===== src/rom_load_pkg.sv =====
package rom_load_pkg;

    // one byte from the host loader
    typedef struct packed {
        logic [19:0] addr;  // file offset
        logic [7:0]  data;
    } dl_byte_t;

    // one write towards the sdram controller
    typedef struct packed {
        logic [21:0] addr;  // 16-bit word address
        logic [7:0]  data;  // copied to both lanes by the controller
        logic [1:0]  mask;  // active low, bit 0 = low byte
    } prog_word_t;

    // write strobe for the on-chip memories
    typedef struct packed {
        logic [11:0] addr;
        logic [7:0]  data;
        logic [1:0]  sel;   // bit 0 mcu, bit 1 colour prom
    } prom_wr_t;

    // region codes, file offset bits 19..16
    // main cpu code sits below snd_base
    localparam logic [3:0] snd_base  = 4'd4;   // sound then char data
    localparam logic [3:0] scr_base  = 4'd5;   // six 64k scroll slices
    localparam logic [3:0] obj_base  = 4'd11;  // four 64k object slices
    localparam logic [3:0] mcu_base  = 4'd15;  // offset bit 12 low
    localparam logic [3:0] prom_base = 4'd15;  // offset bit 12 high

    // byte masks, a zero bit enables that lane
    localparam logic [1:0] mask_lo   = 2'b10;
    localparam logic [1:0] mask_hi   = 2'b01;
    localparam logic [1:0] mask_none = 2'b11;

    // on-chip memory entries
    typedef logic [7:0] mcu_entry_t;  // mcu program byte
    typedef logic [3:0] col_entry_t;  // colour prom, low nibble only

endpackage


===== src/sdram_prog_port.sv =====
`timescale 1ns/1ps

module sdram_prog_port (
    input  logic                     clk,
    input  logic                     rst,
    input  logic                     prog_valid,
    input  rom_load_pkg::prog_word_t prog,
    output logic                     busy,
    output logic                     sd_req,
    output rom_load_pkg::prog_word_t sd_word,
    input  logic                     sd_ack
);

    typedef enum logic [1:0] {
        sp_idle,  // empty
        sp_req,   // req high, waiting for ack
        sp_rel    // req low, waiting for ack to drop
    } sp_state_t;

    sp_state_t state;

    // covers the strobe cycle too, before the word is registered
    assign busy = prog_valid || (state != sp_idle);

    always_ff @(posedge clk) begin
        if (prog_valid && state == sp_idle) begin
            sd_word <= prog;  // held until the next word
        end
        if (rst) begin
            state  <= sp_idle;
            sd_req <= 1'b0;
        end else begin
            case (state)
                sp_idle: begin
                    if (prog_valid) begin
                        sd_req <= 1'b1;  // one cycle after prog_valid
                        state  <= sp_req;
                    end
                end
                sp_req: begin
                    if (sd_ack) begin
                        sd_req <= 1'b0;
                        state  <= sp_rel;
                    end
                end
                sp_rel: begin
                    // controller finishing its return to zero
                    if (!sd_ack) begin
                        state <= sp_idle;
                    end
                end
                default: begin
                    sd_req <= 1'b0;
                    state  <= sp_idle;
                end
            endcase
        end
    end

    // controller samples the word any time while req is high
    word_stable: assert property (
        @(posedge clk) disable iff (rst)
        (sd_req && $past(sd_req)) |-> $stable(sd_word)
    );

    // back-pressure from the receiver keeps a second word away
    no_overrun: assert property (
        @(posedge clk) disable iff (rst)
        prog_valid |-> (state == sp_idle)
    );

    // new request only after the previous ack went low
    req_after_rtz: assert property (
        @(posedge clk) disable iff (rst)
        $rose(sd_req) |-> !$past(sd_ack)
    );

endmodule


===== config.mk =====
export PLATFORM = sky130hd
export DESIGN_NAME = sdram_prog_port
export DESIGN_NICKNAME = d
export VERILOG_FILES = /design/src/rom_load_pkg.sv /design/src/sdram_prog_port.sv
export SDC_FILE = /design/constraint.sdc
export NUM_CORES = 1
export LEC_CHECK = 0
export ABC_AREA = 1
export BUFFER_PORTS_ARGS = -buffer_cell sky130_fd_sc_hd__buf_2
export CORE_AREA = 2 2 59 61
export CTS_BUF_LIST = sky130_fd_sc_hd__clkbuf_16
export DETAILED_ROUTE_END_ITERATION = 12
export DIE_AREA = 0 0 61 63
export GPL_TIMING_DRIVEN = 0
export PLACE_DENSITY = 0.76
export REMOVE_ABC_BUFFERS = 1
export SYNTH_ARGS = -nofsm -noshare
export SYNTH_HDL_FRONTEND = slang
export SYNTH_SLANG_ARGS = --single-unit
export TNS_END_PERCENT = 50

===== constraint.sdc =====
create_clock -name clk -period 1.43 [get_ports clk]
set_input_delay 0.143 -clock clk [delete_from_list [all_inputs] [get_ports clk]]
set_output_delay 0.143 -clock clk [all_outputs]
set_load 0.005 [all_outputs]

Word-level counts from Yosys, hierarchy flattened

Cells that the tools add are included.

Bits in registers: 35
Bits in latches: 0
Bits in writable memories: 0
Bits of input ports: 36
Memories kept: 0
Memory bits (read-only): 0

$mul: 0
$lt $le $gt $ge: 0
Muxes and demuxes: 7
Shift-type cells: 0
Eq/ne operators: 5
Add/sub/neg operators: 0
Reductions and logical operators: 6
Bitwise logic cells: 1
Divide/modulo/power cells: 0

Operators with widths:

| kind               | number |
|---|---|
| $mux 2             | 3 |
| $ne 2x2->1 const B | 3 |
| $pmux 2 s3         | 1 |
| $reduce_and 3->1   | 2 |
| $pmux 1 s3         | 1 |
| $eq 2x1->1 const B | 1 |
| $eq 2x2->1 const B | 1 |
| $logic_not 2->1    | 1 |
| $mux 1             | 2 |
| $reduce_bool 2->1  | 1 |
| $logic_and 1x1->1  | 1 |
| $logic_or 1x1->1   | 1 |
| $not 1->1          | 1 |

Logic depth before layout (Yosys ltp)

Depth after elaboration: 3
Gate-level depth with buffers: 5
Mapped depth without buffers: 5

Least setup slack after synthesis

Ideal clock, no wire load.

Kind: reg-to-reg
Start point: reg state[1]
End point: reg sd_word[0] (netlist name) (enable)
Required time: 1043 ps
Setup time: 387 ps
Arrival time: 1192 ps
Path buffers: 0
Setup slack: -149 ps
Stages on the path, launching flop included: 4
Cells stage by stage: dfxtp_1 > nor2_1 > nand2_1 > inv_1

Cells in the longest elaborated chain, start to end: 2

RTL lines:

| item                   | line                  | source |
|---|---|---|
| from (decl)            | sdram_prog_port.sv:20 | `sp_state_t state;` |
| from (signal assigned) | sdram_prog_port.sv:30 | `state <= sp_idle;` |
| from (signal assigned) | sdram_prog_port.sv:37 | `state <= sp_req;` |
| from (signal assigned) | sdram_prog_port.sv:43 | `state <= sp_rel;` |
| $logic_not 2->1        | sdram_prog_port.sv:26 | `if (prog_valid && state == sp_idle) begin` |
| $logic_and 1x1->1      | sdram_prog_port.sv:26 |  |
| to (signal assigned)   | sdram_prog_port.sv:27 | `sd_word <= prog;` |
| to (decl)              | sdram_prog_port.sv:10 | `output rom_load_pkg::prog_word_t sd_word,` |

No other way between the ends.
A chain may end at the register's enable or synchronous reset.

Final worst setup path

Start point: reg state[1]
End point: reg sd_word[4] (netlist name) (enable)

The elaborated chain is that of the path after synthesis.

==> metrics.txt <==
outcome complete, but fails checks; failing checks negative setup slack; max incr delay on CP 0.53 ns; average size of a mapped cell 22.3 µm²; internal power 0.00191 W; Starting DRT DRC Count 5; fmax 663 MHz; WHS 0.0435 ns; largest net degree at the start of global routing 33; Ant. Diodes 0; Tot Pwr 0.00237 W; DRT Pass-1 Iters 4; most common cell after layout, fill and taps aside buf_2; CP startpoint kind flop; clock buffer depth 2; crit path kind flop to flop; actual slew at the worst max-slew pin 0.628 ns; crit-path max FO 32; Cells after Synth 49; max_cap viols 0; Setup Skew 0.00453 ns; CP max-delay cell clkinvlp_4; GRT Util Overall 0.121; post-route setup slack -0.0794 ns; Mapped Area 1090 µm²; CP top delay family buffers and inverters; Gate power share 0.073; Lkg Pwr 0.708 nW; RePlAce Congestion 0.602; clock share of power 0.411; CTS tree yes; RSZ-0062 raised after global routing true; initial antenna violation count 0; vias in the first global route 709; Power Density 1440 nW/µm²; Root Driver clkbuf_16; #FFs+latches synth 35; CTS sink cnt 35; design area 1650 µm²; post-detail-place hpwl 1460 µm; postcts setup bufs 0; CP arrival 1.33 ns; Core Area 3230 µm²; Seq/Total Area, Yosys 0.934; global-route wire length before repair 3150 µm; Top-Level Pins 70; worst-skew pair later-pin latency 0.27 ns; Synth-to-Final Area Change 50.8%; part of the power in registers 0.516; Post-DRT Antenna Nets 0; worst-path cell chain nor2_2 > nand2_2 > clkinvlp_4; crit path time final 1.51 ns; Starting Density 0.338; Routed WL 2020 µm; Slew HR 0.581; Final Cycle Share 1.06; pre-CTS WS -0.455 ns; via density per instance 4.09; Hold Vio Cnt, Final 0; routed length per placed instance 11.8 µm; htree depth 2; switching power share of the total 0.193; die area 3840 µm²; Reg clk slew, reported paths 0.05 ns; CP Buf/Inv Count 1; GR Overflow Total 0; total CTS buffers 5; Crit. End Element flop; nets 161; commonest cells after routing, fill and taps aside buf_2, edfxtp_1, clkbuf_16, inv_1, nand2_1; Vias 704; Slew Limit Fails 0; synth unique cells 11; dpl cell area 1500 µm²; Core Rows 21; Non-Filler Instances 172; fraction of layout cells with a size suffix above 1 0.635; Hold Crit Class input port to flop; Remaining DRCs 0; hold buffer count at cts 0; synthesis warning total 0; # setup viols final 32; Required @ worst endpoint 1.25 ns; die width 61 µm; Placed Cells 164; count of input and output buffers 69; Psw 0.000457 W; Peak supply drop 0.000711 V; DIE HEIGHT 63 µm
## registers in the layout (all words and copies together), names as in the netlist
register  count
sd_req        1
sd_word      32
state         2
## worst paths after layout
path	start	to	slack [ns]	depth (start not counted)
min reg2reg	sd_req$_SDFFE_PP0P_	sd_req$_SDFFE_PP0P_	0.47	2
max	state[1]$_SDFFE_PP0P_	sd_word[4]$_DFFE_PP_	-0.08	3
max reg2reg	state[1]$_SDFFE_PP0P_	sd_word[4]$_DFFE_PP_	-0.08	3
min	prog[14]	sd_word[14]$_DFFE_PP_	0.04	1
## cell usage after synthesis
library cell,n,area share
a21oi_1,1,0.0046
a21oi_2,1,0.0080
dfxtp_1,3,0.055
edfxtp_1,32,0.88
inv_1,3,0.010
nand2_1,4,0.014
nand3b_1,1,0.0069
nor2_1,1,0.0034
nor3_1,1,0.0046
o21bai_1,1,0.0069
xnor2_1,1,0.0080
## worst reg2reg max path: stages, from the launching register on
cell	delay, ns
dfxtp_4	0.36
nor2_2	0.05
nand2_2	0.11
clkinvlp_4	0.53
## area by class of cell
class	instances	area, µm²
clock buffers	5	125
multi-input cells	11	66.3
fillers	290	1580
clock inverters	3	11.3
well taps	46	57.6
flip-flops and latches	35	1030
inverters	3	15.0
repair buffers	69	345
## through the flow
step                utilization  TNS, ns
floorplan                     -    -4.77
global placement          0.463   -10.81
detailed placement        0.463   -14.51
CTS                       0.509    -3.70
global route              0.510    -6.70
finish                    0.510    -2.28
## routing by layer
| metal | track usage | share of wire |
|---|---|---|
| met1 | 0.118 | 0.33 |
| met2 | 0.188 | 0.53 |
| met3 | 0.0683 | 0.11 |
| met4 | 0.0815 | 0.023 |
| met5 | 0 | 0 |
## cell families (layout without fill, tap and decap cells)
| family | after synthesis | after routing | share of synthesized area |
|---|---|---|---|
| AND/OR/NAND/NOR | 7 | 7 | 0.0286 |
| flip-flops | 35 | 35 | 0.934 |
| XOR/XNOR | 1 | 1 | 0.00801 |
| AO/OA/AOI/OAI | 3 | 3 | 0.0195 |
| buffers and inverters | 3 | 80 | 0.0103 |
## power groups by stage
stage	registers, W	clock network [W]	logic [W]
2_1_floorplan	0.00125	0	0.0000412
3_3_place_gp	0.00124	0	0.000166
3_5_place_dp	0.00125	0	0.000172
4_1_cts	0.00123	0.00101	0.000177
5_1_grt	0.00123	0.00106	0.000195
6_report	0.00122	0.000975	0.000173
## repair_timing
action                     4_1_cts  5_1_grt
pin swaps                        0        0
resized for setup                5        2
setup endpoints to repair       32       32
Note: power is estimated with default switching activity, not from simulation.
