--- src/rom_load_pkg.sv ---
package rom_load_pkg;

    // one byte from the host loader
    typedef struct packed {
        logic [19:0] addr;  // file offset
        logic [7:0]  data;
    } dl_byte_t;

    // one write towards the sdram controller
    typedef struct packed {
        logic [21:0] addr;  // 16-bit word address
        logic [7:0]  data;  // copied to both lanes by the controller
        logic [1:0]  mask;  // active low, bit 0 = low byte
    } prog_word_t;

    // write strobe for the on-chip memories
    typedef struct packed {
        logic [11:0] addr;
        logic [7:0]  data;
        logic [1:0]  sel;   // bit 0 mcu, bit 1 colour prom
    } prom_wr_t;

    // region codes, file offset bits 19..16
    // main cpu code sits below snd_base
    localparam logic [3:0] snd_base  = 4'd4;   // sound then char data
    localparam logic [3:0] scr_base  = 4'd5;   // six 64k scroll slices
    localparam logic [3:0] obj_base  = 4'd11;  // four 64k object slices
    localparam logic [3:0] mcu_base  = 4'd15;  // offset bit 12 low
    localparam logic [3:0] prom_base = 4'd15;  // offset bit 12 high

    // byte masks, a zero bit enables that lane
    localparam logic [1:0] mask_lo   = 2'b10;
    localparam logic [1:0] mask_hi   = 2'b01;
    localparam logic [1:0] mask_none = 2'b11;

    // on-chip memory entries
    typedef logic [7:0] mcu_entry_t;  // mcu program byte
    typedef logic [3:0] col_entry_t;  // colour prom, low nibble only

endpackage

--- src/rom_addr_map.sv ---
`timescale 1ns/1ps

module rom_addr_map (
    input  logic                    clk,
    input  logic                    rst,
    input  logic                    wr_valid,
    input  rom_load_pkg::dl_byte_t  wr_byte,
    output logic                    prog_valid,
    output rom_load_pkg::prog_word_t prog,
    output rom_load_pkg::prom_wr_t  prom_wr
);

    logic [19:0] off;
    logic [3:0]  c;       // region code
    logic [3:0]  s;       // scroll slice
    logic [3:0]  grp;     // scroll group, s mod 3
    logic [3:0]  o;       // object slice
    logic        to_sdram;
    logic [1:0]  sel_nx;
    rom_load_pkg::prog_word_t prog_nx;

    assign off = wr_byte.addr;
    assign c   = off[19:16];
    assign s   = c - rom_load_pkg::scr_base;
    assign o   = c - rom_load_pkg::obj_base;
    assign grp = (s >= 4'd3) ? s - 4'd3 : s;  // s only spans 0..5

    always_comb begin
        prog_nx.data = wr_byte.data;
        prog_nx.addr = {2'b00, off};  // not used for code 15
        prog_nx.mask = rom_load_pkg::mask_none;
        to_sdram     = 1'b1;
        sel_nx       = 2'b00;
        if (c < rom_load_pkg::snd_base) begin
            // main code, bit 17 picks the byte lane
            prog_nx.addr = {5'd0, off[16:0]};
            prog_nx.mask = off[17] ? rom_load_pkg::mask_lo : rom_load_pkg::mask_hi;
        end else if (c == rom_load_pkg::snd_base) begin
            // sound and char, packed two bytes per word
            prog_nx.addr = {3'd0, c, off[15:1]};
            prog_nx.mask = off[0] ? rom_load_pkg::mask_lo : rom_load_pkg::mask_hi;
        end else if (c < rom_load_pkg::obj_base) begin
            // scroll, second half of the slices fills the low lane
            prog_nx.addr = {2'd0, rom_load_pkg::scr_base + grp, off[15:0]};
            prog_nx.mask = (s >= 4'd3) ? rom_load_pkg::mask_lo : rom_load_pkg::mask_hi;
        end else if (c < rom_load_pkg::mcu_base) begin
            // objects, bit 5 moved down next to bit 0 for the fetch order
            prog_nx.addr = {2'd0, rom_load_pkg::obj_base + {3'd0, o[0]},
                            off[15:6], off[4:1], off[5], off[0]};
            prog_nx.mask = o[1] ? rom_load_pkg::mask_lo : rom_load_pkg::mask_hi;
        end else begin
            // mcu or colour prom, kept on chip
            to_sdram  = 1'b0;
            sel_nx[0] = (c == rom_load_pkg::mcu_base) && !off[12];
            sel_nx[1] = (c == rom_load_pkg::prom_base) && off[12];
        end
    end

    always_ff @(posedge clk) begin
        // payload, qualified by the strobes
        prog         <= prog_nx;
        prom_wr.addr <= off[11:0];
        prom_wr.data <= wr_byte.data;
        if (rst) begin
            prog_valid  <= 1'b0;
            prom_wr.sel <= 2'b00;
        end else begin
            prog_valid  <= wr_valid && to_sdram;
            prom_wr.sel <= wr_valid ? sel_nx : 2'b00;
        end
    end

    // a byte lands in exactly one place
    one_target: assert property (
        @(posedge clk) disable iff (rst)
        !(prog_valid && (prom_wr.sel != 2'b00))
    );

endmodule

--- config.mk ---
export PLATFORM = sky130hd
export DESIGN_NAME = rom_addr_map
export DESIGN_NICKNAME = d
export VERILOG_FILES = /design/src/rom_load_pkg.sv /design/src/rom_addr_map.sv
export SDC_FILE = /design/constraint.sdc
export NUM_CORES = 1
export LEC_CHECK = 0
export BUFFER_PORTS_ARGS = -buffer_cell sky130_fd_sc_hd__buf_2
export CAP_MARGIN = 20
export CORE_MARGIN = 4
export CORE_UTILIZATION = 25
export CTS_CLUSTER_SIZE = 8
export DETAILED_ROUTE_END_ITERATION = 12
export GPL_TIMING_DRIVEN = 0
export PLACE_DENSITY_LB_ADDON = 0.25
export SETUP_SLACK_MARGIN = 0.02
export SLEW_MARGIN = 0
export SYNTH_ARGS = -nofsm -noshare
export SYNTH_HDL_FRONTEND = slang
export SYNTH_SLANG_ARGS = --single-unit
--- constraint.sdc ---
create_clock -name clk -period 4.3 [get_ports clk]
set_clock_uncertainty 0.15 [all_clocks]
set_input_delay 0.43 -clock clk [delete_from_list [all_inputs] [get_ports clk]]
set_output_delay 0.43 -clock clk [all_outputs]
set_load 0.05 [all_outputs]
=== Word-level counts from Yosys, hierarchy flattened ===
Index checks and enable logic that the tools add are counted.

* Input bits: 31
* Flip-flop bits (word level): 47
* Logic and storage cells: 45

* Reduce and logical (&&, ||, !) cells: 7
* Add/sub/neg operators: 5
* Order comparisons: 4
* Bitwise operators: 1
* Muxes and demuxes: 17
* Equal/unequal tests: 2

{| class="wikitable"
|+ Operator list
! operator !! number
|-
| $mux 20 || 2
|-
| $mux 19 || 1
|-
| $mux 17 || 1
|-
| $mux 2 || 8
|-
| $lt 4x4->1 const B || 2
|-
| $reduce_or 6->1 || 1
|-
| $add 3x4->4 const A || 1
|-
| $add 4x1->4 const A || 1
|-
| $eq 4x3->1 const B || 1
|-
| $eq 4x4->1 const B || 1
|-
| $ge 4x2->1 const B || 1
|-
| $lt 4x3->1 const B || 1
|-
| $mux 1 || 4
|-
| $mux 4 || 1
|-
| $sub 4x2->4 const B || 1
|-
| $sub 4x3->4 const B || 1
|-
| $logic_and 1x1->1 || 3
|-
| $reduce_or 3->1 || 1
|-
| $reduce_or 2->1 || 1
|-
| $sub 2x2->2 const B || 1
|-
| $logic_not 1->1 || 1
|-
| $not 1->1 || 1
|}

=== Longest topological paths before layout ===
* Word-level depth: 7
* Depth in mapped cells: 13
* Depth with buffers taken out: 12

=== Least setup slack after synthesis ===
OpenSTA, ideal clock, no wires.

* Path type: input to register
* From: in wr_byte[25] in the netlist's numbering
* To: reg prog[27] in the netlist's numbering
* Arrival time: 2.087 ns
* Stages: 13
* Setup slack: 1.940 ns
* Cell sequence: buf_2 inv_2 ha_1 buf_4 nor2_1 a32oi_1 o21ai_1 xnor2_1 ha_1 mux2i_1 nand2_1 nand3_1 o21ai_0

* Word-level cells in the longest chain between the ends: 6
* Elaborated cells on any way between the ends: 12

{| class="wikitable"
|+ Ends and longest elaborated chain
! item !! RTL line !! RTL
|-
| start, declared || rom_addr_map.sv:7 || <nowiki>input rom_load_pkg::dl_byte_t wr_byte,</nowiki>
|-
| $sub 4x3->4 || rom_addr_map.sv:24 || <nowiki>assign s = c - rom_load_pkg::scr_base;</nowiki>
|-
| $sub 4x2->4 or $ge 4x2->1 (tied branches) || rom_addr_map.sv:26 || <nowiki>assign grp = (s >= 4'd3) ? s - 4'd3 : s;</nowiki>
|-
| $mux 4 || rom_addr_map.sv:26 ||
|-
| $add 3x4->4 || rom_addr_map.sv:44 || <nowiki>prog_nx.addr = {2'd0, rom_load_pkg::scr_base + grp, off[15:0]};</nowiki>
|-
| $mux 20 || rom_addr_map.sv:42 || <nowiki>end else if (c < rom_load_pkg::obj_base) begin</nowiki>
|-
| $mux 19 || rom_addr_map.sv:38 || <nowiki>end else if (c == rom_load_pkg::snd_base) begin</nowiki>
|-
| end signal, assigned || rom_addr_map.sv:61 || <nowiki>prog <= prog_nx;</nowiki>
|-
| end, declared || rom_addr_map.sv:9 || <nowiki>output rom_load_pkg::prog_word_t prog,</nowiki>
|}

Several ways; a longest one is shown, not always the timed one.
A chain may end at the register's enable or synchronous reset.

=== Final worst setup path ===
Same ends and word-level chain as after synthesis.

==> metrics.csv <==
stage;metric;value;unit
status;outcome;finished, final reports clean;
clock_tree;cts_root_buf;clkbuf_8;
die;core;7250;sq um
job;drv_cap;0;
detailed_routing;drtIter0Drc;80;
die;die_h;94.3;um
setup_path;critPathSlowestCell;ha_1;
die;io_pins;86;
detailed_routing;wl;4.76;mm
sta;whs;89.0;ps
sta;final.period_utilization;58.5;%
synthesis;synth_area_leaders;dfxtp_1 (48%), nand2_1 (8.9%), buf_4 (4.4%), a21oi_1 (3.5%), ha_1 (2.7%);
grt;first_global_vias;1599;
power_and_ir_drop;total_power;1.04;mW
setup_path;slowest_delay;290;ps
cells_and_area;postLayoutCellArea;2500;sq um
setup_path;critical_path.endpoint;prog[27]$_SDFF_PP0_;
synthesis;yosysMostFrequentCell;dfxtp_1;
place;dp_slack;1510;ps
power_and_ir_drop;ir_drop;0.000100;V
sta;final_max_slew_viol_count;0;
die;rows;31;
setup_path;cp.arrival;2530;ps
setup_path;crit_chain;buf_2 -> buf_2 -> inv_2 -> ha_1 -> clkbuf_1 -> nor4_1 -> a21oi_1 -> o22ai_1 -> a21oi_1 -> ha_1 -> mux2i_1 -> nand2_1 -> nand3_1 -> o21ai_0;
place;hpwl;3.64;mm
synthesis;yosys.area.top_type;dfxtp_1;
place;numPortBuffers;82;
sta;setup_viol;0;
cells_and_area;fill_cells;777;
cells_and_area;final_nets;335;
sta;setup_slack;1790;ps
place;finalWeightedCongestion;0.893;
setup_path;startpoint;wr_byte[25];
sta;hold_viol_final;0;
sta;max_freq;398;MHz
grt;grt_pass1_wl;7.60;mm
cells_and_area;diodes;0;
clock_tree;cts_tree;yes;
cells_and_area;final_layout_size_suffix_gt1_share;39.7;%
clock_tree;htreeDepth;2;
synthesis;syn_area_per_cell;8.87;sq um
place;dp.cells;392;
cells_and_area;multi_input_area;792;sq um
cells_and_area;utilization;34.5;%
die;die_area;8890;sq um
setup_path;critPathKind;primary input to flop;
cells_and_area;final-seq-area;901;sq um
clock_tree;cts-resized-gates;0;
setup_path;startpoint_type;primary input;
detailed_routing;num_vias;1717;
synthesis;synth-edff-count;0;
power_and_ir_drop;p_per_area;417;nW/um^2
detailed_routing;ant_nets;0;
detailed_routing;wl_per_cell;11.9;um
sta;fin_tns_setup;0;ps
synthesis;async_flop_share;0;%
synthesis;synth_ff_type;dfxtp_1;
detailed_routing;drc;0;
synthesis;syn_inst;210;
clock_tree;cts_sinks;45;
grt;grt-ovfl-total;0;
synthesis;synth.yosys.seq_area_share;48.4;%
die;die_x;94.3;um
clock_tree;cts_inserted_buffers;5;
setup_path;required;4320;ps
sta;rsz0062_at_grt;false;
synthesis;synthTopCellsByCount;dfxtp_1 (45), nand2_1 (44), a21oi_1 (13), buf_4 (11), nor2_1 (10);
detailed_routing;firstDrtPassIters;5;
synthesis;ys_types;46;
clock_tree;post_cts_buffers;0;
sta;fin_crit;2510;ps
clock_tree;cts.clk_slew.worst_paths;80;ps
setup_path;cp-end-kind;flop;
grt;grt_antenna_before_repair;0;
setup_path;cp_max_fo;10;
cells_and_area;instances_no_fill;399;
detailed_routing;via_per_inst;4.30;
setup_path;crit_family;buffers and inverters;
grt;grt.total_usage;10.6;%
synthesis;yosys.area.top_type_share;48.4;%
die;initial_core_util;25.7;%
setup_path;cp_num_buf_inv;4;
clock_tree;clock_path_buffers;2;
grt;grt_max_degree;14;
synthesis;synth.cell_area;1860;sq um
power_and_ir_drop;p_leak;1.22;nW
clock_tree;postCtsHoldBufs;0;
place;place_area;2400;sq um
synthesis;ys_seq_elements;45;
worst_hold_path;hold_class;primary input to flop;
synthesis;ys_warn_count;0;
setup_path;path_depth;14;
cells_and_area;syn_to_final_growth;34.5;%
-- layer usage --
layer	vias to the layer above	global-route usage (%)	share of wire, %
met4	0	4.21	1.7
met5	-	0	0
met1	749	13.5	44
li1	874	-	-
met3	7	2.48	12
met2	87	17.3	43
-- cell usage in the layout (no fill, tap or decap), types with 5 or more instances in the layout --
cell and n:
buf_4 11, buf_2 91, dfxtp_1 45, clkbuf_8 5, o21ai_1 5, nor2_1 10, a21oi_1 13, nand2_1 44
o21ai_0 6, a22oi_1 6
-- where the power goes --
part	internal, mW	switching [mW]	total [mW]
logic	0.0781	0.211	0.289
clock network	0.169	0.131	0.299
registers	0.448	0.00696	0.455
total	0.695	0.349	1.04
-- registers in the layout, indices dropped and copies added (netlist names) --
signal      cells
prog           22
prog_valid      1
prom_wr        22
-- cells by family (layout without fill, tap and decap cells) --
kind of cell	Yosys count	after routing	synth area share, %
AND/OR/NAND/NOR	79	79	20.0
AO/OA/AOI/OAI	46	46	16.5
flip-flops	45	45	48.4
buffers and inverters	29	118	9.27
adder cells (fa/ha/maj)	4	4	2.69
XOR/XNOR	4	4	1.88
multiplexers	2	2	1.14
other	1	2	0.201
-- area by class of cell --
cell class	instances	share of cell area [%]
buffer	23	5.90
clock buffer	5	2.75
clock inverter	2	1.40
inverter	6	1.00
multi-input combinational	137	31.6
sequential	45	36.0
tap	99	4.95
timing repair buffer	82	16.4
-- how the worst min path moves through the flow --
stage          startpoint             endpoint  slack (ps)  cells after the start
3_3_place_gp   wr_byte[6]   prom_wr[8]$_DFF_P_         380                      1
3_5_place_dp   wr_byte[6]   prom_wr[8]$_DFF_P_         380                      1
6_report       wr_byte[6]   prom_wr[8]$_DFF_P_          90                      1
2_1_floorplan  wr_byte[8]  prom_wr[10]$_DFF_P_         310                      0
5_1_grt        wr_byte[2]   prom_wr[4]$_DFF_P_          70                      1
4_1_cts        wr_byte[6]   prom_wr[8]$_DFF_P_          80                      1
Power figures use the tool's default switching activity.
