==> src/rom_load_pkg.sv <==
package rom_load_pkg;

    // one byte from the host loader
    typedef struct packed {
        logic [19:0] addr;  // file offset
        logic [7:0]  data;
    } dl_byte_t;

    // one write towards the sdram controller
    typedef struct packed {
        logic [21:0] addr;  // 16-bit word address
        logic [7:0]  data;  // copied to both lanes by the controller
        logic [1:0]  mask;  // active low, bit 0 = low byte
    } prog_word_t;

    // write strobe for the on-chip memories
    typedef struct packed {
        logic [11:0] addr;
        logic [7:0]  data;
        logic [1:0]  sel;   // bit 0 mcu, bit 1 colour prom
    } prom_wr_t;

    // region codes, file offset bits 19..16
    // main cpu code sits below snd_base
    localparam logic [3:0] snd_base  = 4'd4;   // sound then char data
    localparam logic [3:0] scr_base  = 4'd5;   // six 64k scroll slices
    localparam logic [3:0] obj_base  = 4'd11;  // four 64k object slices
    localparam logic [3:0] mcu_base  = 4'd15;  // offset bit 12 low
    localparam logic [3:0] prom_base = 4'd15;  // offset bit 12 high

    // byte masks, a zero bit enables that lane
    localparam logic [1:0] mask_lo   = 2'b10;
    localparam logic [1:0] mask_hi   = 2'b01;
    localparam logic [1:0] mask_none = 2'b11;

    // on-chip memory entries
    typedef logic [7:0] mcu_entry_t;  // mcu program byte
    typedef logic [3:0] col_entry_t;  // colour prom, low nibble only

endpackage

==> src/rom_download_rx.sv <==
`timescale 1ns/1ps

module rom_download_rx (
    input  logic                  clk,
    input  logic                  rst,
    input  logic                  downloading,  // frames the whole transfer
    input  logic                  dl_req,
    input  rom_load_pkg::dl_byte_t dl_byte,
    output logic                  dl_ack,
    input  logic                  busy,         // sdram port still holds a word
    output logic                  wr_valid,
    output rom_load_pkg::dl_byte_t wr_byte
);

    typedef enum logic {
        rx_idle,  // waiting for a request
        rx_hold   // ack high, waiting for req to drop
    } rx_state_t;

    rx_state_t state;

    // accept only with a free downstream path
    logic take;
    assign take = (state == rx_idle) && downloading && dl_req && !busy;

    always_ff @(posedge clk) begin
        if (take) begin
            wr_byte <= dl_byte;  // host keeps it stable while req is high
        end
        if (rst) begin
            state    <= rx_idle;
            dl_ack   <= 1'b0;
            wr_valid <= 1'b0;
        end else begin
            wr_valid <= 1'b0;  // single cycle strobe
            case (state)
                rx_idle: begin
                    if (take) begin
                        wr_valid <= 1'b1;
                        dl_ack   <= 1'b1;  // same cycle as wr_valid
                        state    <= rx_hold;
                    end
                end
                rx_hold: begin
                    // return to zero
                    if (!dl_req) begin
                        dl_ack <= 1'b0;
                        state  <= rx_idle;
                    end
                end
                default: begin
                    dl_ack <= 1'b0;
                    state  <= rx_idle;
                end
            endcase
        end
    end

    // ack answers a req seen on the edge before, host may already have dropped it
    ack_needs_req: assert property (
        @(posedge clk) disable iff (rst)
        $rose(dl_ack) |-> $past(dl_req)
    );

endmodule

==> config.mk <==
export PLATFORM = sky130hd
export DESIGN_NAME = rom_download_rx
export DESIGN_NICKNAME = d
export VERILOG_FILES = /design/src/rom_load_pkg.sv /design/src/rom_download_rx.sv
export SDC_FILE = /design/constraint.sdc
export NUM_CORES = 1
export LEC_CHECK = 0
export ABC_CLOCK_PERIOD_IN_PS = 2600
export BUFFER_PORTS_ARGS = -buffer_cell sky130_fd_sc_hd__buf_2
export CAP_MARGIN = 20
export CORE_UTILIZATION = 40
export CTS_CLUSTER_SIZE = 25
export DETAILED_ROUTE_END_ITERATION = 7
export GPL_TIMING_DRIVEN = 0
export PLACE_DENSITY = 0.77
export SYNTH_ARGS = -nofsm -noshare
export SYNTH_HDL_FRONTEND = slang
export SYNTH_SLANG_ARGS = --single-unit
==> constraint.sdc <==
create_clock -name clk -period 2.6 [get_ports clk]
set_input_delay 0 -clock clk [delete_from_list [all_inputs] [get_ports clk]]
set_output_delay 0 -clock clk [all_outputs]
set_load 0.03 [all_outputs]
======== Yosys cells after proc, flatten, opt, wreduce, memory -nomap -nowiden ========
Cells that the tools add are included.
storage, ports and cells
  flip-flop bits (word level) ............. 31
  bits in latches ......................... 0
  RAM bits ................................ 0
  memory bits (read-only) ................. 0
  bits of input ports ..................... 33
  output and inout port bits .............. 30
  logic and storage cells ................. 20
  memories kept ........................... 0
cells by class
  add/subtract/negate cells ............... 0
  multipliers ............................. 0
  div/mod/pow operators ................... 0
  magnitude comparators ................... 0
  equal/unequal tests ..................... 2
  shifts and indexed selects .............. 0
  muxes and demuxes ....................... 6
  bitwise logic cells ..................... 1
  reduce and logical (&&, ||, !) cells .... 6
operators by type and width
  operator                               count
  2-to-1 mux 1 bit                       4
  != test 2 bit (second input constant)  2
  case mux 1 bit (2 select lines)        2
  logical AND 1 bit                      3
  AND reduction 2 bit                    1
  OR reduction 2 bit                     1
  zero test 1 bit                        1
  inverter 1 bit                         1

======== Longest topological paths before layout ========
Gate-level depths: netlist of run 1.
  depth after elaboration ................. 6
  depth in mapped cells ................... 3
  mapped depth without buffers ............ 3

======== Least setup slack after synthesis of run 1 ========
Ideal clock, no wire load.
  path kind ............................... flip-flop to flip-flop
  start point ............................. register state
  end point ............................... register wr_byte[0] (netlist bit) (enable)
  setup time .............................. 0.383 ns
  arrival time ............................ 1.008 ns
  required time ........................... 2.217 ns
  path slack .............................. 1.210 ns
  stages on the path, launching flop included .. 4
  path buffers ............................ 0
  period minus slack after synthesis ...... 1.390 ns
  cell sequence ........................... dfxtp_1 > inv_1 > nand3_2 > inv_1
on the way
  word-level cells in the longest chain between the ends .. 4
RTL lines
  what                             RTL line               text
  from (decl)                      rom_download_rx.sv:20  rx_state_t state;
  from (signal assigned)           rom_download_rx.sv:31  state <= rx_idle;
  from (signal assigned)           rom_download_rx.sv:41  state <= rx_hold;
  from (signal assigned)           rom_download_rx.sv:48  state <= rx_idle;
  inverter 1 bit                   n/a
  logical AND 1 bit (3 in series)  rom_download_rx.sv:24  assign take = (state == rx_idle) && downloading && dl_req && !busy;
  via take                         rom_download_rx.sv:23  logic take;
  to (signal assigned)             rom_download_rx.sv:28  wr_byte <= dl_byte;
  to (decl)                        rom_download_rx.sv:12  output rom_load_pkg::dl_byte_t wr_byte
The timed path passes the listed nets, and every way through them passes these cells.
A chain may end at the register's enable or synchronous reset.

======== Worst setup path in the final report of run 1 ========
  start point ............................. register state
  end point ............................... register wr_byte[15] (netlist bit) (enable)
The elaborated chain is that of the path after synthesis.

==> results of run 1 <==
## kinds of logic (layout without fill, tap and decap cells)
kind of cell / after synthesis / after routing / share of synthesized area
AO/OA/AOI/OAI: 2 / 2 / 0.0104
buffers and inverters: 2 / 104 / 0.00781
flip-flops: 31 / 31 / 0.936
AND/OR/NAND/NOR: 5 / 5 / 0.0455
## what timing repair did
action / 4_1_cts / 5_1_grt
hold buffers: 32 / 0
gates resized for setup: 0 / 0
hold endpoints to repair: 31 / 0
## critical path: stages (launching register included)
cell and delay, ns:
dfxtp_1 0.33, inv_1 0.10, nand3_2 0.11, inv_1 0.75
## stage by stage
stage,worst slack (ns),std cells,total power [uW],util
2_1_floorplan,1.21,40,611,-
3_3_place_gp,1.04,130,646,0.585
3_5_place_dp,0.973,130,649,0.585
4_1_cts,0.960,170,990,0.760
5_1_grt,0.793,170,1020,0.760
6_report,0.926,170,980,0.760
## routing by layer
| metal | vias to the layer above | wire length [um] | global-route usage |
|---|---|---|---|
| met5 | - | 0 | 0 |
| met4 | 0 | 42 | 0.0972 |
| met3 | 7 | 190 | 0.0833 |
| met2 | 39 | 1210 | 0.346 |
| met1 | 322 | 688 | 0.148 |
| li1 | 354 | - | - |
## area by class of cell
type | instances | share of cell area
sequential | 31 | 0.531
timing repair buffer | 94 | 0.372
clock buffer | 8 | 0.0406
multi-input combinational | 7 | 0.0317
tap | 28 | 0.0206
inverter | 2 | 0.00442
## state kept, by name, summed over array words and instances, names as in the netlist
register,count
wr_byte,28
state,1
dl_ack,1
wr_valid,1
## final timing paths
| path | slack, ns | start | to | depth (start not counted) |
|---|---|---|---|---|
| setup / recovery | 0.93 | state | wr_byte[15] | 3 |
| hold / removal | 0.06 | busy | state | 4 |
| setup reg to reg | 0.93 | state | wr_byte[15] | 3 |
| hold reg to reg | 0.58 | state | state | 2 |
## power by group
part | switching [uW] | leakage (uW) | internal [uW]
Combinational | 53.9 | 0.000408 | 59.0
Clock | 145 | 0.0000386 | 159
Sequential | 3.30 | 0.000281 | 559
Total | 202 | 0.000728 | 777
## layout by cell type (no fill, tap or decap)
cell type	count
buf_2	62
dlygate4sd3_1	32
edfxtp_1	28
clkbuf_4	5
dfxtp_1	3
inv_1	2
nor2_1	2
clkbuf_8	2
nor2b_4	1
nand3_2	1
nor3b_2	1
o21ai_0	1
a21oi_1	1
clkbuf_1	1
==> flow_summary_export.csv, run 1 <==
group,metric,value,unit
synth,syn-num-nets,73,
synth,netlist_top_cells_count,"edfxtp_1, dfxtp_1, inv_1, nor2_1",
critical_path,worstPathRequired,2.54,ns
placement,numPortBuffers,62,
floorplan,coreArea,2230,um2
min_path,hold_class,"in -> reg",
flow_run,cap_violations,0,
route,wl_per_cell,12.5,um
route,drc,0,
synth,synth_top_area_cell,"edfxtp_1",
clock_network,clock_latency,0.32,ns
synth,synth_area_leaders,"edfxtp_1, dfxtp_1, nor2b_4, nor3b_2, nand3_2",
timing,max_freq,597,MHz
route,drtPass1Iterations,4,
clock_network,ctsLongestPathBuffers,2,
route,routed_wl,2.13,mm
clock_network,cts_tree,"built",
cells_and_area,drive_above_1_share,0.507,
critical_path,crit_arrival,1.61,ns
cells_and_area,layout.nets,174,
timing,min_period,1.67,ns
synth,ys_types,9,
clock_network,cts.sinks,31,
route,ant_nets,0,
floorplan,num_io_pins,63,
synth,avgSynthCellArea,24.1,um2
route,drt_iter0_drc,4,
synth,synth.most_common_cell,"edfxtp_1",
grt,globalRouteTotalUtil,0.181,
synth,yosys.area.top_type_share,0.874,
synth,synth_cells,40,
clock_network,cts_root_buf,"clkbuf_4",
synth,synth_async_sr_flop_share,0,
placement,place_hpwl,1.14,mm
timing,fin_worst_skew,0.00807,ns
clock_network,clk_pin_slew_worst_paths,0.09,ns
placement,globalplace.congestion,0.650,
power,cellLeakagePower,0.000728,uW
floorplan,initial_core_util,0.431,
timing,max_slew_margin,0.327,
timing,setup_violations,0,
grt,grt_overflow,0,
grt,grt_pass1_vias,713,
critical_path,cp_max_fo,28,
synth,ys_warn_count,0,
critical_path,end_kind,"register",
cells_and_area,multi_input_area,53.8,um2
timing,worstMarginPinSlew,1.01,ns
timing,fin_crit_sh,0.644,
clock_network,cts_max_level,2,
timing,fin_hold_ws,0.0628,ns
floorplan,die_y,51.0,um
cells_and_area,seqCellArea,901,um2
timing,hold_viol,0,
critical_path,criticalPathCategory,"reg -> reg",
cells_and_area,diodes,0,
timing,rsz0062_at_grt,"no",
timing,finalMaxSlewViolations,0,
cells_and_area,num-fill-cells,140,
synth,synth-seq-area-share,0.936,
synth,ys_ff_latch,31,
floorplan,die_x,51.0,um
timing,fin_tns_setup,0,ns
floorplan,rows,17,
grt,grt_pass1_wl,3.08,mm
power,p_per_area,577,nW/um2
route,avgViaCountPerCell,4.25,
clock_network,numCtsBuffers,5,
synth,synth-main-ff-cell,"edfxtp_1",
run_status,status,"completed",
clock_network,post_cts_buffers,0,
route,via_count,722,
critical_path,startpoint_type,"register",
synth,synth-edff-count,28,
grt,antenna_found_initial,0,
placement,place_area,1310,um2
grt,grt_max_degree,29,
cells_and_area,final_area,1700,um2
power,irDropWorstVdd,0.000447,V
cells_and_area,synthToLayoutAreaGrowth,76.3,%
synth,synth_area,962,um2
floorplan,die-area,2610,um2
(Power assumes the default switching activity.)
==> inputs of run 2 (changes only) <==
- ABC_CLOCK_PERIOD_IN_PS: 2600 -> 1500
- CORE_UTILIZATION: 40 -> 36
- PLACE_DENSITY: 0.77 -> 0.73
- clock period: 2.6 -> 1.5 ns (I/O delays scaled with it)
==> run 2 against run 1 <==
Global-route usage down 1.6 points. Sequential power up 73%. Register-to-register slack worse by 0.72 ns. Critical endpoint is now wr_valid. Largest cell class unchanged. Highest routed layer unchanged.
==> flow_summary_export.csv, run 2 (same netlist as run 1, synthesis figures left out) <==
group,metric,value,unit
run_status,status,"completed",
cells_and_area,final_common_cell,"buf_2",
critical_path,criticalPathCategory,"reg -> reg",
route,via_count,735,
floorplan,die-area,2880,um2
placement,numPortBuffers,62,
route,routed_wl,2.10,mm
timing,finalMaxSlewViolations,0,
clock_network,cts_tree,"built",
power,switching_share,0.217,
route,drc,0,
critical_path,reg2reg_from,"state",
floorplan,initial_core_util,0.385,
timing,worstMarginPinSlew,0.307,ns
placement,place_inst,132,
critical_path,startpoint_type,"register",
route,wl_per_cell,12.2,um
cells_and_area,largest_reg_flops,28,
power,p_per_area,979,nW/um2
cells_and_area,layout.nets,174,
flow_run,cap_violations,0,
power,cellLeakagePower,0.000714,uW
route,ant_nets,0,
critical_path,worstPathRequired,1.77,ns
route,avgViaCountPerCell,4.27,
critical_path,cp-startpoint,"state",
clock_network,cts_root_buf,"clkbuf_4",
cells_and_area,top_register,"wr_byte",
timing,max_slew_margin,0.795,
floorplan,coreArea,2500,um2
timing,fin_worst_skew,0.0134,ns
critical_path,rr_endpoint,"wr_valid",
floorplan,num_io_pins,63,
floorplan,die_y,53.7,um
grt,grt_overflow,0,
cells_and_area,fin_cells,172,
grt,antenna_found_initial,0,
clock_network,cts_max_level,2,
critical_path,cp_max_fo,4,
timing,hold_viol,0,
critical_path,end_kind,"register",
clock_network,cts.sinks,31,
floorplan,die_x,53.7,um
power,p_seq_frac,0.589,
power,power.share.combinational,0.118,
placement,globalplace.congestion,0.608,
power,p_clk_frac,0.293,
timing,fin_hold_ws,0.0676,ns
clock_network,clk_pin_slew_worst_paths,0.08,ns
timing,fin_tns_setup,0,ns
cells_and_area,drive_above_1_share,0.521,
grt,grt_max_degree,29,
power,irDropWorstVdd,0.000777,V
placement,place_hpwl,1.23,mm
timing,setup_violations,0,
cells_and_area,diodes,0,
grt,grt_pass1_vias,743,
cells_and_area,synthToLayoutAreaGrowth,75.8,%
critical_path,cp-endpoint,"wr_valid",
timing,max_freq,770,MHz
grt,globalRouteTotalUtil,0.166,
timing,min_period,1.30,ns
clock_network,numCtsBuffers,5,
clock_network,clock_latency,0.33,ns
power,p_int,1300,uW
critical_path,reg2regPathDepth,4,
grt,grt_pass1_wl,3.06,mm
timing,rsz0062_at_grt,"no",
clock_network,ctsLongestPathBuffers,2,
power,switchingPower,359,uW
critical_path,rrSetupSlack,0.20,ns
route,drtPass1Iterations,2,
critical_path,crit_arrival,1.57,ns
route,drt_iter0_drc,4,
min_path,hold_class,"in -> reg",
cells_and_area,final_cell_mix,"buf_2, dlygate4sd3_1, edfxtp_1",
floorplan,rows,18,
timing,fin_crit_sh,0.865,
## run 2: changes by cell type in the layout (fill, tap and decap cells not counted), sizes merged
cell         before  now
clkinvlp          0    2
dlygate4sd3      32   31
clkbuf            8    7
inv               2    1
clkinv            0    1
## run 2: metal layers
layer	share of wire	up-vias	GRT usage
met1	0.32	341	0.147
met3	0.073	3	0.0791
li1	-	355	-
met5	0	-	0
met2	0.59	36	0.307
met4	0.014	0	0.0789
## run 2: worst min path at each step
| stage | cells after the start | start | to |
|---|---|---|---|
| floorplan | 1 | rst | dl_ack |
| global placement | 1 | dl_byte[17] | wr_byte[17] |
| detailed placement | 1 | dl_byte[10] | wr_byte[10] |
| CTS | 4 | busy | state |
| global route | 4 | busy | state |
| finish | 4 | busy | state |
## run 2: timing repair
action | CTS | global route
gates cloned | 0 | 1
setup endpoints to repair | 28 | 28
hold endpoints to repair | 31 | 0
hold buffers | 31 | 0
gates resized for setup | 1 | 1
setup buffers | 0 | 0
## run 2: worst max-delay path: stages (launching register included)
cell and delay [ns]:
dfxtp_1 0.32, inv_1 0.09, nand3_2 0.17, nor2_1 0.12, dlygate4sd3_1 0.55
## run 2: layout make-up
cell class              count  area [um2]
repair buffers             93         621
flip-flops and latches     31         901
multi-input cells           7        53.8
clock inverters             1        5.00
repair inverters            1        7.51
fillers                   197         808
well taps                  30        37.5
clock buffers               7        55.1
inverters                   2        11.3
## run 2: through the flow
step	instance area, um2	worst slack [ns]	power (uW)	utilization
global placement	1310	-0.0567	1120	0.524
finish	1690	0.202	1660	0.677
CTS	1680	0.0321	1670	0.674
detailed placement	1310	-0.164	1130	0.524
global route	1690	0.152	1720	0.677
floorplan	962	0.110	1060	-
## run 2: power by group through the flow
stage | Sequential, uW | Combinational (uW) | Clock, uW
final | 975 | 195 | 485
after global routing | 977 | 210 | 535
after CTS | 975 | 192 | 505
after detailed placement | 996 | 131 | 0
after global placement | 994 | 126 | 0
after floorplan | 1040 | 16.6 | 0
